$ cat config.mk
export PLATFORM = sky130hd
export DESIGN_NAME = reg_interface
export DESIGN_NICKNAME = d
export VERILOG_FILES = /design/src/rtl/xv_pkg.sv /design/src/rtl/bus_sync.sv /design/src/rtl/reg_interface.sv /design/src/rtl/tick_timer.sv /design/src/rtl/vram_port.sv /design/src/rtl/xr_port.sv
export SDC_FILE = /design/constraint.sdc
export NUM_CORES = 1
export LEC_CHECK = 0
export ABC_AREA = 1
export BUFFER_PORTS_ARGS = -buffer_cell sky130_fd_sc_hd__buf_2
export CORE_MARGIN = 2
export CORE_UTILIZATION = 30
export CTS_CLUSTER_DIAMETER = 120
export DETAILED_ROUTE_END_ITERATION = 7
export PLACE_DENSITY_LB_ADDON = 0.2
export SYNTH_ARGS = -nofsm -noshare
export SYNTH_HDL_FRONTEND = slang
export SYNTH_SLANG_ARGS = --single-unit
export TNS_END_PERCENT = 20
$ cat constraint.sdc
create_clock -name clk -period 3.8 [get_ports clk]
set_input_delay 0.57 -clock clk [delete_from_list [all_inputs] [get_ports clk]]
set_output_delay 0.57 -clock clk [all_outputs]
set_load 0.01 [all_outputs]
$ cat src/rtl/xv_pkg.sv
/*
 * Shared types for the video controller host register block.
 * Word, address and byte types, register numbers and the timer rate.
 */

`default_nettype none

package xv_pkg;

    typedef logic [15:0] word_t;        // register or memory data word
    typedef logic [15:0] addr_t;        // VRAM or XR word address
    typedef logic [7:0]  byte_t;        // one host bus byte

    // host visible register numbers
    // numbers 1 and 12..15 have no register behind them
    typedef enum logic [3:0] {
        SYS_CTRL = 4'h0,                // status, mem_wait in bit 15
        TIMER    = 4'h2,                // tenth ms timer
        RD_XADDR = 4'h3,                // XR read address
        WR_XADDR = 4'h4,                // XR write address
        XDATA    = 4'h5,                // XR data port
        RD_INCR  = 4'h6,                // VRAM read increment
        RD_ADDR  = 4'h7,                // VRAM read address
        WR_INCR  = 4'h8,                // VRAM write increment
        WR_ADDR  = 4'h9,                // VRAM write address
        DATA     = 4'hA,                // VRAM data port
        DATA_2   = 4'hB                 // VRAM data port alias
    } reg_num_t;

    localparam int TIMER_HZ = 10000;    // one tick per tenth ms

endpackage

`default_nettype wire

$ cat src/rtl/bus_sync.sv
/*
 * Host bus synchronizer.
 * Brings the async 8-bit host bus into the clk domain and turns the
 * falling edge of select into a one cycle read or write strobe.
 */

`default_nettype none
`timescale 1ns/1ps

module bus_sync
    import xv_pkg::*;
(
    input  wire logic       clk,
    input  wire logic       reset_i,
    input  wire logic       bus_cs_n_i,         // async select, low active
    input  wire logic       bus_rd_nwr_i,       // 1 for read
    input  wire logic [3:0] bus_reg_num_i,      // async register number
    input  wire logic       bus_bytesel_i,      // 0 even/high byte
    input  wire byte_t      bus_data_i,         // async write byte
    output      logic       write_strobe_o,     // one cycle per write access
    output      logic       read_strobe_o,      // one cycle per read access
    output      reg_num_t   reg_num_o,          // synced register number
    output      logic       bytesel_o,          // synced byte select
    output      byte_t      data_byte_o         // synced write byte
);

    logic       cs_meta, cs_sync, cs_last;      // select pipe plus edge history
    logic       rd_nwr_meta, rd_nwr_sync;
    logic [3:0] reg_num_meta, reg_num_sync;
    logic       bytesel_meta, bytesel_sync;
    byte_t      data_meta, data_sync;
    logic       cs_fall;                        // select just went active

    assign cs_fall     = cs_last & ~cs_sync;
    assign reg_num_o   = reg_num_t'(reg_num_sync);
    assign bytesel_o   = bytesel_sync;
    assign data_byte_o = data_sync;

    always_ff @(posedge clk) begin
        if (reset_i) begin
            cs_meta        <= 1'b1;             // idle bus is deselected
            cs_sync        <= 1'b1;
            cs_last        <= 1'b1;
            rd_nwr_meta    <= 1'b0;
            rd_nwr_sync    <= 1'b0;
            reg_num_meta   <= 4'h0;
            reg_num_sync   <= 4'h0;
            bytesel_meta   <= 1'b0;
            bytesel_sync   <= 1'b0;
            data_meta      <= 8'h00;
            data_sync      <= 8'h00;
            write_strobe_o <= 1'b0;
            read_strobe_o  <= 1'b0;
        end else begin
            cs_meta        <= bus_cs_n_i;       // first stage
            cs_sync        <= cs_meta;          // second stage
            cs_last        <= cs_sync;
            rd_nwr_meta    <= bus_rd_nwr_i;
            rd_nwr_sync    <= rd_nwr_meta;
            reg_num_meta   <= bus_reg_num_i;
            reg_num_sync   <= reg_num_meta;
            bytesel_meta   <= bus_bytesel_i;
            bytesel_sync   <= bytesel_meta;
            data_meta      <= bus_data_i;
            data_sync      <= data_meta;
            write_strobe_o <= cs_fall & ~rd_nwr_sync;   // qualified by direction
            read_strobe_o  <= cs_fall & rd_nwr_sync;
        end
    end

endmodule

`default_nettype wire

$ cat src/rtl/reg_interface.sv
/*
 * Host register block of the video controller.
 * Synchronizes the 8-bit host bus, muxes register reads onto it and
 * hands writes to the VRAM and XR ports. Also owns the timer latch.
 */

`default_nettype none
`timescale 1ns/1ps

module reg_interface
    import xv_pkg::*;
#(
    parameter int CLK_HZ = 25_000_000           // clk rate, passed to the timer
) (
    input  wire logic       clk,
    input  wire logic       reset_i,
    input  wire logic       bus_cs_n_i,         // host select, low active
    input  wire logic       bus_rd_nwr_i,       // 1 for read
    input  wire logic [3:0] bus_reg_num_i,
    input  wire logic       bus_bytesel_i,      // 0 even/high byte
    input  wire byte_t      bus_data_i,
    output      byte_t      bus_data_o,
    output      logic       vram_sel_o,
    output      logic       vram_wr_o,
    output      addr_t      vram_addr_o,
    output      word_t      vram_data_o,
    input  wire word_t      vram_data_i,
    input  wire logic       vram_ack_i,
    output      logic       xr_sel_o,
    output      logic       xr_wr_o,
    output      addr_t      xr_addr_o,
    output      word_t      xr_data_o,
    input  wire word_t      xr_data_i,
    input  wire logic       xr_ack_i
);

    logic       write_strobe, read_strobe;
    reg_num_t   reg_num;                        // synced register number
    logic       bytesel;
    byte_t      data_byte;
    word_t      timer_count;
    byte_t      timer_latch;                    // low byte frozen at even read
    word_t      rd_incr, rd_addr, wr_incr, wr_addr, rd_data;
    word_t      rd_xaddr, wr_xaddr, rd_xdata;
    logic       vram_busy, xr_busy;
    logic       mem_wait;                       // any memory request pending
    word_t      rd_word;                        // word behind the selected register

    assign mem_wait   = vram_busy | xr_busy;
    assign bus_data_o = bytesel ? rd_word[7:0] : rd_word[15:8];

    always_comb begin
        case (reg_num)
            SYS_CTRL: rd_word = {mem_wait, 15'h0000};
            TIMER:    rd_word = {timer_count[15:8], timer_latch};  // live high, latched low
            RD_XADDR: rd_word = rd_xaddr;
            WR_XADDR: rd_word = wr_xaddr;
            XDATA:    rd_word = rd_xdata;
            RD_INCR:  rd_word = rd_incr;
            RD_ADDR:  rd_word = rd_addr;
            WR_INCR:  rd_word = wr_incr;
            WR_ADDR:  rd_word = wr_addr;
            DATA,
            DATA_2:   rd_word = rd_data;
            default:  rd_word = 16'h0000;       // unused numbers read zero
        endcase
    end

    // any even byte read freezes the timer low byte
    always_ff @(posedge clk) begin
        if (reset_i) begin
            timer_latch <= 8'h00;
        end else if (read_strobe && !bytesel) begin
            timer_latch <= timer_count[7:0];
        end
    end

    bus_sync u_bus_sync (
        .clk(clk), .reset_i(reset_i),
        .bus_cs_n_i(bus_cs_n_i), .bus_rd_nwr_i(bus_rd_nwr_i),
        .bus_reg_num_i(bus_reg_num_i), .bus_bytesel_i(bus_bytesel_i),
        .bus_data_i(bus_data_i),
        .write_strobe_o(write_strobe), .read_strobe_o(read_strobe),
        .reg_num_o(reg_num), .bytesel_o(bytesel), .data_byte_o(data_byte)
    );

    tick_timer #(.CLK_HZ(CLK_HZ)) u_tick_timer (
        .clk(clk), .reset_i(reset_i), .count_o(timer_count)
    );

    vram_port u_vram_port (
        .clk(clk), .reset_i(reset_i),
        .write_strobe_i(write_strobe), .read_strobe_i(read_strobe),
        .reg_num_i(reg_num), .bytesel_i(bytesel), .data_byte_i(data_byte),
        .vram_ack_i(vram_ack_i), .vram_data_i(vram_data_i),
        .vram_sel_o(vram_sel_o), .vram_wr_o(vram_wr_o),
        .vram_addr_o(vram_addr_o), .vram_data_o(vram_data_o),
        .rd_incr_o(rd_incr), .rd_addr_o(rd_addr),
        .wr_incr_o(wr_incr), .wr_addr_o(wr_addr),
        .rd_data_o(rd_data), .busy_o(vram_busy)
    );

    xr_port u_xr_port (
        .clk(clk), .reset_i(reset_i),
        .write_strobe_i(write_strobe), .reg_num_i(reg_num),
        .bytesel_i(bytesel), .data_byte_i(data_byte),
        .xr_ack_i(xr_ack_i), .xr_data_i(xr_data_i),
        .xr_sel_o(xr_sel_o), .xr_wr_o(xr_wr_o),
        .xr_addr_o(xr_addr_o), .xr_data_o(xr_data_o),
        .rd_xaddr_o(rd_xaddr), .wr_xaddr_o(wr_xaddr),
        .rd_xdata_o(rd_xdata), .busy_o(xr_busy)
    );

endmodule

`default_nettype wire

$ cat src/rtl/tick_timer.sv
/*
 * Free running tenth millisecond timer.
 * A fraction counter divides clk and bumps a 16-bit count on wrap.
 */

`default_nettype none
`timescale 1ns/1ps

module tick_timer
    import xv_pkg::*;
#(
    parameter int CLK_HZ = 25_000_000           // clk rate from the top
) (
    input  wire logic   clk,
    input  wire logic   reset_i,
    output      word_t  count_o                 // tenth ms count
);

    localparam int FRAC_TERM = CLK_HZ / TIMER_HZ - 1;   // last fraction value
    localparam int FRAC_W    = (FRAC_TERM < 1) ? 1 : $clog2(FRAC_TERM + 1);

    logic [FRAC_W-1:0] frac;                    // clk cycles within one tick

    always_ff @(posedge clk) begin
        if (reset_i) begin
            frac    <= '0;
            count_o <= 16'h0000;
        end else if (frac == FRAC_W'(FRAC_TERM)) begin
            frac    <= '0;                      // wrap and tick
            count_o <= count_o + 16'd1;
        end else begin
            frac    <= frac + 1'b1;
        end
    end

endmodule

`default_nettype wire

$ cat src/rtl/vram_port.sv
/*
 * VRAM side of the host registers.
 * Holds read/write address and increment, the pre-read data word,
 * and drives the sel/ack request toward VRAM.
 */

`default_nettype none
`timescale 1ns/1ps

module vram_port
    import xv_pkg::*;
(
    input  wire logic       clk,
    input  wire logic       reset_i,
    input  wire logic       write_strobe_i,     // host byte write
    input  wire logic       read_strobe_i,      // host byte read
    input  wire reg_num_t   reg_num_i,
    input  wire logic       bytesel_i,          // 0 even/high byte
    input  wire byte_t      data_byte_i,
    input  wire logic       vram_ack_i,         // one cycle, ends request
    input  wire word_t      vram_data_i,        // read data, valid with ack
    output      logic       vram_sel_o,
    output      logic       vram_wr_o,
    output      addr_t      vram_addr_o,
    output      word_t      vram_data_o,
    output      word_t      rd_incr_o,          // RD_INCR
    output      word_t      rd_addr_o,          // RD_ADDR
    output      word_t      wr_incr_o,          // WR_INCR
    output      word_t      wr_addr_o,          // WR_ADDR
    output      word_t      rd_data_o,          // last word read from VRAM
    output      logic       busy_o              // request outstanding
);

    byte_t  data_even;                          // high byte waiting for its pair
    logic   data_reg;                           // DATA or its alias
    logic   wr_even, wr_odd;
    logic   addr_rd_go;                         // RD_ADDR low byte starts read
    logic   data_wr_go;                         // DATA low byte starts write
    logic   pre_rd_go;                          // DATA low byte read, fetch next

    assign data_reg   = (reg_num_i == DATA) || (reg_num_i == DATA_2);
    assign wr_even    = write_strobe_i & ~bytesel_i;
    assign wr_odd     = write_strobe_i & bytesel_i;
    assign addr_rd_go = wr_odd && (reg_num_i == RD_ADDR);
    assign data_wr_go = wr_odd && data_reg;
    assign pre_rd_go  = read_strobe_i && bytesel_i && data_reg;
    assign busy_o     = vram_sel_o;             // sel stays up until ack

    // control and host visible registers
    always_ff @(posedge clk) begin
        if (reset_i) begin
            vram_sel_o <= 1'b0;
            vram_wr_o  <= 1'b0;
            rd_incr_o  <= 16'h0000;
            rd_addr_o  <= 16'h0000;
            wr_incr_o  <= 16'h0000;
            wr_addr_o  <= 16'h0000;
            rd_data_o  <= 16'h0000;
        end else begin
            if (vram_sel_o && vram_ack_i) begin
                if (vram_wr_o) begin
                    wr_addr_o <= wr_addr_o + wr_incr_o;     // step to next write
                end else begin
                    rd_data_o <= vram_data_i;               // capture on ack
                    rd_addr_o <= rd_addr_o + rd_incr_o;     // step to next read
                end
                vram_sel_o <= 1'b0;
                vram_wr_o  <= 1'b0;
            end

            case (reg_num_i)
                RD_INCR: begin
                    if (wr_even) rd_incr_o[15:8] <= data_byte_i;
                    if (wr_odd)  rd_incr_o[7:0]  <= data_byte_i;
                end
                RD_ADDR: begin
                    if (wr_even) rd_addr_o[15:8] <= data_byte_i;
                    if (wr_odd)  rd_addr_o[7:0]  <= data_byte_i;
                end
                WR_INCR: begin
                    if (wr_even) wr_incr_o[15:8] <= data_byte_i;
                    if (wr_odd)  wr_incr_o[7:0]  <= data_byte_i;
                end
                WR_ADDR: begin
                    if (wr_even) wr_addr_o[15:8] <= data_byte_i;
                    if (wr_odd)  wr_addr_o[7:0]  <= data_byte_i;
                end
                default: ;                      // other registers live elsewhere
            endcase

            if (addr_rd_go || pre_rd_go) begin
                vram_sel_o <= 1'b1;             // read request
            end
            if (data_wr_go) begin
                vram_sel_o <= 1'b1;             // write request
                vram_wr_o  <= 1'b1;
            end
        end
    end

    // request address and data, held until the ack
    always_ff @(posedge clk) begin
        if (wr_even && data_reg) begin
            data_even <= data_byte_i;
        end
        if (addr_rd_go) begin
            vram_addr_o <= {rd_addr_o[15:8], data_byte_i};  // new address, read now
        end
        if (pre_rd_go) begin
            vram_addr_o <= rd_addr_o;           // already stepped by last ack
        end
        if (data_wr_go) begin
            vram_addr_o <= wr_addr_o;
            vram_data_o <= {data_even, data_byte_i};
        end
    end

endmodule

`default_nettype wire

$ cat src/rtl/xr_port.sv
/*
 * XR side of the host registers.
 * XR read/write addresses with auto increment by one per access,
 * the XR read data word and the sel/ack request toward XR.
 */

`default_nettype none
`timescale 1ns/1ps

module xr_port
    import xv_pkg::*;
(
    input  wire logic       clk,
    input  wire logic       reset_i,
    input  wire logic       write_strobe_i,     // host byte write
    input  wire reg_num_t   reg_num_i,
    input  wire logic       bytesel_i,          // 0 even/high byte
    input  wire byte_t      data_byte_i,
    input  wire logic       xr_ack_i,           // one cycle, ends request
    input  wire word_t      xr_data_i,          // read data, valid with ack
    output      logic       xr_sel_o,
    output      logic       xr_wr_o,
    output      addr_t      xr_addr_o,
    output      word_t      xr_data_o,
    output      word_t      rd_xaddr_o,         // RD_XADDR
    output      word_t      wr_xaddr_o,         // WR_XADDR
    output      word_t      rd_xdata_o,         // last word read from XR
    output      logic       busy_o              // request outstanding
);

    byte_t  xdata_even;                         // high byte waiting for its pair
    logic   wr_even, wr_odd;
    logic   xrd_go;                             // RD_XADDR low byte starts read
    logic   xwr_go;                             // XDATA low byte starts write

    assign wr_even = write_strobe_i & ~bytesel_i;
    assign wr_odd  = write_strobe_i & bytesel_i;
    assign xrd_go  = wr_odd && (reg_num_i == RD_XADDR);
    assign xwr_go  = wr_odd && (reg_num_i == XDATA);
    assign busy_o  = xr_sel_o;

    always_ff @(posedge clk) begin
        if (reset_i) begin
            xr_sel_o   <= 1'b0;
            xr_wr_o    <= 1'b0;
            rd_xaddr_o <= 16'h0000;
            wr_xaddr_o <= 16'h0000;
            rd_xdata_o <= 16'h0000;
        end else begin
            if (xr_sel_o && xr_ack_i) begin
                if (xr_wr_o) begin
                    wr_xaddr_o <= wr_xaddr_o + 16'd1;
                end else begin
                    rd_xdata_o <= xr_data_i;    // capture on ack
                    rd_xaddr_o <= rd_xaddr_o + 16'd1;
                end
                xr_sel_o <= 1'b0;
                xr_wr_o  <= 1'b0;
            end

            if (reg_num_i == RD_XADDR) begin
                if (wr_even) rd_xaddr_o[15:8] <= data_byte_i;
                if (wr_odd)  rd_xaddr_o[7:0]  <= data_byte_i;
            end
            if (reg_num_i == WR_XADDR) begin
                if (wr_even) wr_xaddr_o[15:8] <= data_byte_i;
                if (wr_odd)  wr_xaddr_o[7:0]  <= data_byte_i;
            end

            if (xrd_go) begin
                xr_sel_o <= 1'b1;               // read request
            end
            if (xwr_go) begin
                xr_sel_o <= 1'b1;               // write request
                xr_wr_o  <= 1'b1;
            end
        end
    end

    // request address and data, held until the ack
    always_ff @(posedge clk) begin
        if (wr_even && (reg_num_i == XDATA)) begin
            xdata_even <= data_byte_i;
        end
        if (xrd_go) begin
            xr_addr_o <= {rd_xaddr_o[15:8], data_byte_i};
        end
        if (xwr_go) begin
            xr_addr_o <= wr_xaddr_o;
            xr_data_o <= {xdata_even, data_byte_i};
        end
    end

endmodule

`default_nettype wire

# Word-level counts from Yosys, hierarchy flattened
# Index checks and enable logic that the tools add are counted.
[totals] regBits=281 inputBits=51 out_inout_bits=76 word_cells=128
[classes] addsub=6 eq_ne=11 mux=35 bitwise_logic=11 reduce_logical=29
[op_table] cell="16-bit two-way mux" count=17
[op_table] cell="16-bit case mux with 10 select lines" count=1
[op_table] cell="8-bit two-way mux" count=9
[op_table] cell="16-bit by 1-bit adder with 16-bit output (second input constant)" count=3
[op_table] cell="16-bit adder" count=2
[op_table] cell="4-bit by 3-bit == test with 1-bit output (second input constant)" count=4
[op_table] cell="4-bit == test (second input constant)" count=4
[op_table] cell="12-bit by 1-bit adder with 12-bit output (second input constant)" count=1
[op_table] cell="12-bit == test (second input constant)" count=1
[op_table] cell="2-bit AND reduction" count=6
[op_table] cell="1-bit logical AND" count=11
[op_table] cell="3-bit nonzero test" count=3
[op_table] cell="4-bit by 2-bit == test with 1-bit output (second input constant)" count=2
[op_table] cell="1-bit two-way mux" count=8
[op_table] cell="2-bit nonzero test" count=3
[op_table] cell="1-bit bitwise AND" count=5
[op_table] cell="1-bit inverter" count=5
[op_table] cell="4-bit logical NOT" count=1
[op_table] cell="2-bit OR reduction" count=2
[op_table] cell="1-bit logical OR" count=2
[op_table] cell="1-bit logical NOT" count=1
[op_table] cell="1-bit OR" count=1

# Depth between registers and ports, before layout
# Gate-level depths: netlist of the first run.
[depth] ltp_word=6 ltp_mapped=12 ltp_nobuf=12

# Hierarchy
# From an unflattened synthesis of the first run, not the netlist that was laid out.
[hier_totals] hier_cells=2161 area_unflattened_um2=15088.2
[by_module_without_submodules] mod="vram_port" instances=1 cells_per_inst=930 area_per_inst_um2=6712.7 seq_area_each_um2=2842.7
[by_module_without_submodules] mod="xr_port" instances=1 cells_per_inst=493 area_per_inst_um2=4082.7 seq_area_each_um2=2202.1
[by_module_without_submodules] mod="reg_interface" instances=1 cells_per_inst=389 area_per_inst_um2=1786.7 seq_area_each_um2=160.2
[by_module_without_submodules] mod="tick_timer" instances=1 cells_per_inst=247 area_per_inst_um2=1571.5 seq_area_each_um2=560.5
[by_module_without_submodules] mod="bus_sync" instances=1 cells_per_inst=102 area_per_inst_um2=934.6 seq_area_each_um2=660.6

# Worst setup path before layout of the first run
# No wires, ideal clock.
[synth_path] path_kind="register to output" startpoint="register u_bus_sync.reg_num_sync[1], in the netlist u_bus_sync.reg_num_o[1]" endpoint="output port bus_data_o[7]" arrival_ps=1335 t_required_ps=3230 slack_ps=1895 stages_incl_launch_ff=10 path_buffers=2 path_cell_list="dfxtp_1 > buf_2 > nor2_1 > nand2_1 > buf_2 > o22ai_1 > nor2_1 > o2111ai_1 > nand2_1 > nand2_1"
[synth_via] elab_chain_len=4 elab_cells_between_ends=14 cone_classes="eq/ne (10); mux (2); reduce/logical (2)"
[synth_lines] item="start, declared" line_no="bus_sync.sv:29" source="logic [3:0] reg_num_meta, reg_num_sync;"
[synth_lines] item="start signal, assigned" line_no="bus_sync.sv:61" source="reg_num_sync <= reg_num_meta;"
[synth_lines] item="4-bit == test" line_no="reg_interface.sv:53" source="case (reg_num)"
[synth_lines] item="2-bit OR reduction" line_no="reg_interface.sv:53"
[synth_lines] item="16-bit case mux with 10 select lines *" line_no="reg_interface.sv:53"
[synth_lines] item="8-bit two-way mux *" line_no="reg_interface.sv:50" source="assign bus_data_o = bytesel ? rd_word[7:0] : rd_word[15:8];"
[synth_lines] item="end, declared" line_no="reg_interface.sv:22" source="output byte_t bus_data_o,"
# Every way passes the cells marked *; elsewhere a longest branch is shown, timed or not.

# Worst setup path in the final report of the first run
[layout_path] startpoint="register u_bus_sync.reg_num_sync[3], in the netlist u_bus_sync.reg_num_o[3]" endpoint="output port bus_data_o[7]"
# Same word-level chain as after synthesis.

==> results.sh, run 1 <==
export IMPL_dp_hpwl_mm=38.8
export IMPL_syn_area_sq_um=14100
export IMPL_cts_clk_slew_worst_paths_ns=0.06
export IMPL_worst_path_buf_inv=3
export IMPL_final_nets=2089
export IMPL_setup_tns_ns=0
export IMPL_n_fill_cell=5013
export IMPL_yosys_top_cells_area="dfxtp_1, edfxtp_1, nand2_1"
export IMPL_antenna_left=0
export IMPL_clock_skew_ns=0.00952
export IMPL_port_buffers=126
export IMPL_synth_seq_cells=281
export IMPL_cp_slowest_cell="inv_2"
export IMPL_synth_top_area_share_pct=28.6
export IMPL_grt_pass1_wl_mm=74.6
export IMPL_synth_flop_cell="dfxtp_1"
export IMPL_fmaxAchievable_mhz=304
export IMPL_slew_headroom_pct=37.5
export IMPL_vias_per_cell=4.88
export IMPL_critPathKind="register to primary output"
export IMPL_clock_latency_ns=0.58
export IMPL_yosysWarnings=0
export IMPL_drive_gt1_share_pct=11.4
export IMPL_seq_area_frac_synth_pct=45.7
export IMPL_cp_start_kind="register"
export IMPL_routed_via_count=12900
export IMPL_critical_path_top_delay_family="simple AND/OR/NAND/NOR gates"
export IMPL_core_area_sq_um=46500
export IMPL_endpoint_kind="primary output"
export IMPL_cp_max_fo=26
export IMPL_max_stage_delay_ns=0.41
export IMPL_setup_viol=0
export IMPL_drc_errors=0
export IMPL_ys_async_sr_fraction_pct=0
export IMPL_dieArea_sq_um=48700
export IMPL_slew_violations=0
export IMPL_layout_common_cells="nand2_1, inv_1, dfxtp_1, a21oi_1, o21ai_0"
export IMPL_grt_max_degree=65
export IMPL_start_util_pct=30.3
export IMPL_leakagePower_nw=6.78
export IMPL_antenna_found_initial=2
export IMPL_area_delta_synth_final_pct=16.0
export IMPL_crit_required_ns=3.23
export IMPL_cts_tree="built"
export IMPL_drtPass1Iterations=6
export IMPL_track_usage_pct=20.5
export IMPL_rsz0062_at_grt="false"
export IMPL_drt_first_iter_violations=943
export IMPL_drv_cap=0
export IMPL_power_mw=6.29
export IMPL_utilization_pct=35.1
export IMPL_final_cell_area_sq_um=16300
export IMPL_crit_path_frequent_cell="nand2_1"
export IMPL_gp_congestion=0.956
export IMPL_finalHoldViolCount=0
export IMPL_ys_types=40
export IMPL_post_drt_wl_per_cell_um=19.1
export IMPL_io_pins=127
export IMPL_final_common_cell="nand2_1"
export IMPL_post_cts_repair_setup_buffers=0
export IMPL_placed_cells=2576
export IMPL_path_cells="inv_2, nor2_4, nand2_2, inv_2, nand2_1, nand2_1, nor2_1, o2111ai_1, nand2_1, nand2_1, buf_2"
export IMPL_post_cts_resized=0
export IMPL_die_h_um=221
export IMPL_routed_wl_mm=50.4
export IMPL_cts_root_buf="clkbuf_16"
export IMPL_fin_crit_ns=3.29
export IMPL_fin_crit_sh_pct=86.6
export IMPL_worst_pin_slew_ns=0.935
export IMPL_syn_num_nets=1977
export IMPL_syn_area_per_cell_sq_um=7.45
export IMPL_die_width_um=221
export IMPL_synth_top_cell_by_area="dfxtp_1"
export IMPL_gr_total_overflow=0
export IMPL_rows=79
export IMPL_antennaDiodeCount=0
export IMPL_cts_buffers_inserted=31
export IMPL_status="finished, final reports clean"
export IMPL_ir_drop_v=0.000328
export IMPL_worstPathArrival_ns=2.72
export IMPL_layoutNonFillerInstCount=2633
export IMPL_grt_pass1_vias=12100
export IMPL_dpl_instance_area_sq_um=15300
export IMPL_cts_hold_buf=0
export IMPL_h_tree_depth=1
export IMPL_synth_cells=1890
export IMPL_cts_path_max_buffers=3
export IMPL_cts_num_sinks=281
export IMPL_hp_class="input port to register"
export IMPL_powerDensity_nw_per_um2=385
export IMPL_synth_edf_count=80
## worst paths after layout
kind                            slack (ns)                        end               startpoint  cells past startpoint
worst min-delay path                  0.19         u_bus_sync.cs_meta               bus_cs_n_i                      2
worst max-delay path                  0.51              bus_data_o[7]  u_bus_sync.reg_num_o[3]                     11
worst max register to register        1.00     u_xr_port.xr_addr_o[4]     u_bus_sync.bytesel_o                      4
worst min register to register        0.40  u_bus_sync.data_byte_o[2]  u_bus_sync.data_meta[2]                      2
## synthesized netlist by cell type (5+ instances only)
| master | instances |
|---|---|
| nand2_1 | 405 |
| nand2_2 | 9 |
| buf_2 | 22 |
| nand4_1 | 13 |
| nor2_2 | 10 |
| a221oi_1 | 5 |
| nand3_1 | 129 |
| nor2_1 | 146 |
| a21oi_1 | 192 |
| nor3_1 | 24 |
| inv_1 | 293 |
| inv_2 | 5 |
| o22ai_1 | 28 |
| xnor2_1 | 14 |
| ha_1 | 34 |
| edfxtp_1 | 80 |
| o21ai_0 | 146 |
| xor2_1 | 25 |
| clkbuf_1 | 36 |
| buf_4 | 6 |
| o211ai_1 | 27 |
| dfxtp_1 | 201 |
## cells by family after synthesis
group                      after synthesis  share of synthesized area [%]
adders and majority gates               36                           3.31
xor gates and xnor gates                39                           2.43
and+or+nand+nor                        756                           22.8
DFF                                    281                           45.7
AOI/OAI and AO/OA                      412                           15.7
buffers and inverters                  366                           10.1
## report_power, final
group	leakage [nW]	internal (mW)	switching, mW
Combinational	3.94	0.0511	0.132
Clock	0.487	1.74	1.26
Sequential	2.35	3.09	0.0137
## registers in the layout (all words and copies together), names as in the netlist, 8 cells and up
| register | flops |
|---|---|
| u_xr_port.xr_addr_o | 16 |
| timer_latch | 8 |
| u_vram_port.wr_incr_o | 16 |
| u_xr_port.rd_xdata_o | 16 |
| u_tick_timer.frac | 12 |
| u_xr_port.wr_xaddr_o | 16 |
| u_bus_sync.data_byte_o | 8 |
| u_vram_port.data_even | 8 |
| u_xr_port.rd_xaddr_o | 16 |
| u_vram_port.rd_addr_o | 16 |
| u_xr_port.xr_data_o | 16 |
| u_xr_port.xdata_even | 8 |
| u_bus_sync.data_meta | 8 |
| u_vram_port.vram_addr_o | 16 |
| u_vram_port.vram_data_o | 16 |
| u_vram_port.rd_data_o | 16 |
| u_tick_timer.count_o | 16 |
| u_vram_port.wr_addr_o | 16 |
| u_vram_port.rd_incr_o | 16 |
## worst register-to-register path, delay by kind of cell, from the launching register on
kind / cells / cell delay (ns)
buf+inv: 1 / 0.25
simple gates: 3 / 1.54
flops: 1 / 0.64
## final cells by class
cell class / count / area, sq um / share of cell area (%)
Clock inverter: 18 / 184 / 1.13
Multi-Input combinational cell: 1243 / 6230 / 38.2
Sequential cell: 281 / 6430 / 39.4
Timing Repair Buffer: 145 / 776 / 4.75
Inverter: 300 / 1130 / 6.90
Tap cell: 607 / 759 / 4.65
Clock buffer: 39 / 826 / 5.06
## metal layers
| layer | GRT usage [%] | vias to the layer above | share of wire, % |
|---|---|---|---|
| met1 | 27.9 | 5959 | 46 |
| met5 | 0 | - | 0 |
| li1 | - | 6408 | - |
| met4 | 7.71 | 0 | 4.1 |
| met3 | 3.00 | 95 | 5.7 |
| met2 | 33.1 | 400 | 45 |
## metrics by stage
| step | hold WS (ns) | setup slack [ns] |
|---|---|---|
| final | 0.188 | 0.508 |
| after global routing | 0.175 | 0.321 |
| after CTS | 0.158 | 0.511 |
| after detailed placement | 0.393 | 0.978 |
| after global placement | 0.394 | 1.04 |
| after floorplan | 0.388 | 1.89 |
Power figures use the tool's default switching activity.
==> inputs of run 2 (changes only) <==
--- a/config.mk
+++ b/config.mk
@@ -14,5 +14,6 @@
 export PLACE_DENSITY_LB_ADDON = 0.2
 export SYNTH_ARGS = -nofsm -noshare
 export SYNTH_HDL_FRONTEND = slang
+export SYNTH_HIERARCHICAL = 1
 export SYNTH_SLANG_ARGS = --single-unit
 export TNS_END_PERCENT = 20
==> run 2 against run 1 <==
Net effect: global-route usage shrank 0.35 points; power grew 8.6%; clock skew up 0.021 ns; combinational power up 9.8%; critical path type unchanged; highest routed layer unchanged.
==> results.sh, run 2 <==
export IMPL_track_usage_pct=20.2
export IMPL_leakagePower_nw=7.81
export IMPL_synth_top_area_share_pct=26.7
export IMPL_cts_clk_slew_worst_paths_ns=0.06
export IMPL_ir_drop_v=0.000351
export IMPL_grt_pass1_vias=13500
export IMPL_drt_first_iter_violations=1223
export IMPL_p_clk_share_pct=51.4
export IMPL_path_cells="nor2_1, buf_4, inv_1, nor2_2, nand2_1, nand2_1, inv_1, nand3_1, nand2_1, nand2_1, buf_2"
export IMPL_cts_root_buf="clkbuf_16"
export IMPL_synth_top_cell_by_area="dfxtp_1"
export IMPL_layout_common_cells="nand2_1, inv_1, nor2_1, nand3_1, dfxtp_1"
export IMPL_combPwrFrac_pct=3.0
export IMPL_syn_num_nets=2248
export IMPL_post_cts_resized=0
export IMPL_cts_hold_buf=0
export IMPL_grt_pass1_wl_mm=80.8
export IMPL_top_usage_layer="met2"
export IMPL_cts_path_max_buffers=3
export IMPL_routed_wl_mm=53.1
export IMPL_utilization_pct=35.2
export IMPL_cp_slowest_cell="dfxtp_1"
export IMPL_gr_total_overflow=0
export IMPL_drv_cap=0
export IMPL_setup_viol=0
export IMPL_slew_headroom_pct=20.9
export IMPL_grtUsageMet2_pct=32.2
export IMPL_fin_crit_sh_pct=85.6
export IMPL_setup_slack_ns=0.547
export IMPL_ys_async_sr_fraction_pct=0
export IMPL_rsz0062_at_grt="false"
export IMPL_cts_buffers_inserted=36
export IMPL_rows=82
export IMPL_internal_power_mw=5.24
export IMPL_clock_skew_ns=0.0307
export IMPL_dieArea_sq_um=52100
export IMPL_powerDensity_nw_per_um2=389
export IMPL_vias_per_cell=4.78
export IMPL_drive_gt1_share_pct=11.8
export IMPL_gr_usage_met1_pct=27.4
export IMPL_fin_crit_ns=3.25
export IMPL_antennaDiodeCount=0
export IMPL_seqPwrFrac_pct=45.6
export IMPL_max_stage_delay_ns=0.49
export IMPL_gp_congestion=0.925
export IMPL_yosys_top_cells_area="dfxtp_1, edfxtp_1, nand2_1"
export IMPL_syn_area_sq_um=15100
export IMPL_final_nets=2359
export IMPL_routed_via_count=14200
export IMPL_antenna_left=0
export IMPL_critPathKind="register to primary output"
export IMPL_crit_path_frequent_cell="nand2_1"
export IMPL_drtPass1Iterations=5
export IMPL_synth_most_common_cell="nand2_1"
export IMPL_yosysWarnings=6
export IMPL_switchingPower_mw=1.59
export IMPL_synth_cells=2161
export IMPL_core_area_sq_um=49900
export IMPL_power_mw=6.83
export IMPL_setup_tns_ns=0
export IMPL_h_tree_depth=2
export IMPL_worstPathArrival_ns=2.68
export IMPL_hp_class="input port to register"
export IMPL_die_h_um=228
export IMPL_worst_pin_slew_ns=1.18
export IMPL_ys_types=41
export IMPL_final_common_cell="nand2_1"
export IMPL_met3_usage_pct=3.60
export IMPL_cp_start_kind="register"
export IMPL_post_drt_wl_per_cell_um=17.9
export IMPL_yosys_top_cells_count="nand2_1, inv_1, nor2_1, nand3_1, dfxtp_1"
export IMPL_area_delta_synth_final_pct=16.3
export IMPL_synth_seq_cells=281
export IMPL_finalHoldViolCount=0
export IMPL_cp_max_fo=20
export IMPL_cts_tree="built"
export IMPL_grt_max_degree=60
export IMPL_start_util_pct=30.3
export IMPL_dp_hpwl_mm=39.1
export IMPL_drc_errors=0
export IMPL_slew_violations=0
export IMPL_post_cts_repair_setup_buffers=0
export IMPL_die_width_um=228
export IMPL_endpoint_kind="primary output"
export IMPL_io_pins=127
export IMPL_cts_num_sinks=281
export IMPL_p_sw_share_pct=23.3
export IMPL_seq_area_frac_synth_pct=42.6
export IMPL_status="finished, final reports clean"
export IMPL_place_ws_ns=1.13
export IMPL_synth_edf_count=80
export IMPL_syn_area_per_cell_sq_um=6.98
export IMPL_synth_flop_cell="dfxtp_1"
export IMPL_antenna_found_initial=0
export IMPL_port_buffers=126
export IMPL_fmaxAchievable_mhz=307
export IMPL_clock_latency_ns=0.56
export IMPL_crit_required_ns=3.23
==> run 2: cell count changes in the layout (fill, tap and decap cells not counted), moves of 11 or more <==
cell	delta
nand3_1	+102
o21ai_0	-31
o211ai_1	-25
nor2_1	+124
nand3b_1	+11
nand2_1	+178
o22ai_1	-28
a21oi_1	-60
inv_1	-20
==> run 2: power groups by stage <==
stage	registers, mW	logic, mW	clock network [mW]
after CTS	3.12	0.202	3.60
after detailed placement	3.18	0.200	0
after global routing	3.12	0.223	3.71
final	3.12	0.202	3.51
after global placement	3.18	0.199	0
after floorplan	3.17	0.120	0
==> run 2: kinds of logic after synthesis <==
group | Yosys count | synth area share, %
AO/OA/AOI/OAI | 266 | 9.11
flip-flops | 281 | 42.6
AND/OR/NAND/NOR | 1189 | 33.9
adder cells (fa/ha/maj) | 36 | 3.08
buffers and inverters | 365 | 9.93
XOR/XNOR | 24 | 1.39
==> run 2: path summary, 6_finish.rpt <==
| check | startpoint | endpoint | slack (ns) | cells after the start |
|---|---|---|---|---|
| min | bus_cs_n_i | u_bus_sync/cs_meta | 0.22 | 2 |
| max | u_bus_sync/reg_num_o[0] | bus_data_o[5] | 0.55 | 11 |
| max reg2reg | u_bus_sync/reg_num_o[1] | u_vram_port/vram_addr_o[12] | 1.34 | 5 |
| min reg2reg | u_bus_sync/rd_nwr_meta | u_bus_sync/rd_nwr_sync | 0.38 | 2 |
==> run 2: per-stage QoR <==
| step | hold WS (ns) | instances | instance area (sq um) |
|---|---|---|---|
| 5_1_grt | 0.213 | 2971 | 17500 |
| 4_1_cts | 0.194 | 2971 | 17500 |
| 6_report | 0.216 | 2971 | 17500 |
| 2_1_floorplan | 0.383 | 2161 | 15100 |
| 3_5_place_dp | 0.392 | 2906 | 16300 |
| 3_3_place_gp | 0.394 | 2906 | 16300 |
==> run 2: per-layer routing <==
layer,part of all wire [%],vias up,wire length [um]
li1,-,7125,-
met1,46,6528,24500
met2,44,459,23500
met3,6.4,83,3390
met4,3.2,0,1710
met5,0,-,0
==> run 2: final cells by class <==
cell class                      instances  area, sq um
Fill cell                            5443        32300
Clock buffer                           42          953
Timing Repair Buffer                  150          813
Clock inverter                         23          258
Tap cell                              672          841
Sequential cell                       281         6430
Inverter                              288         1080
Multi-Input combinational cell       1515         7170
==> run 2: critical path: cells and delay by family (launching register included) <==
kind / cells / cell delay, ns
and+or+nand+nor: 7 / 1.07
DFF: 1 / 0.49
buffers and inverters: 4 / 0.56
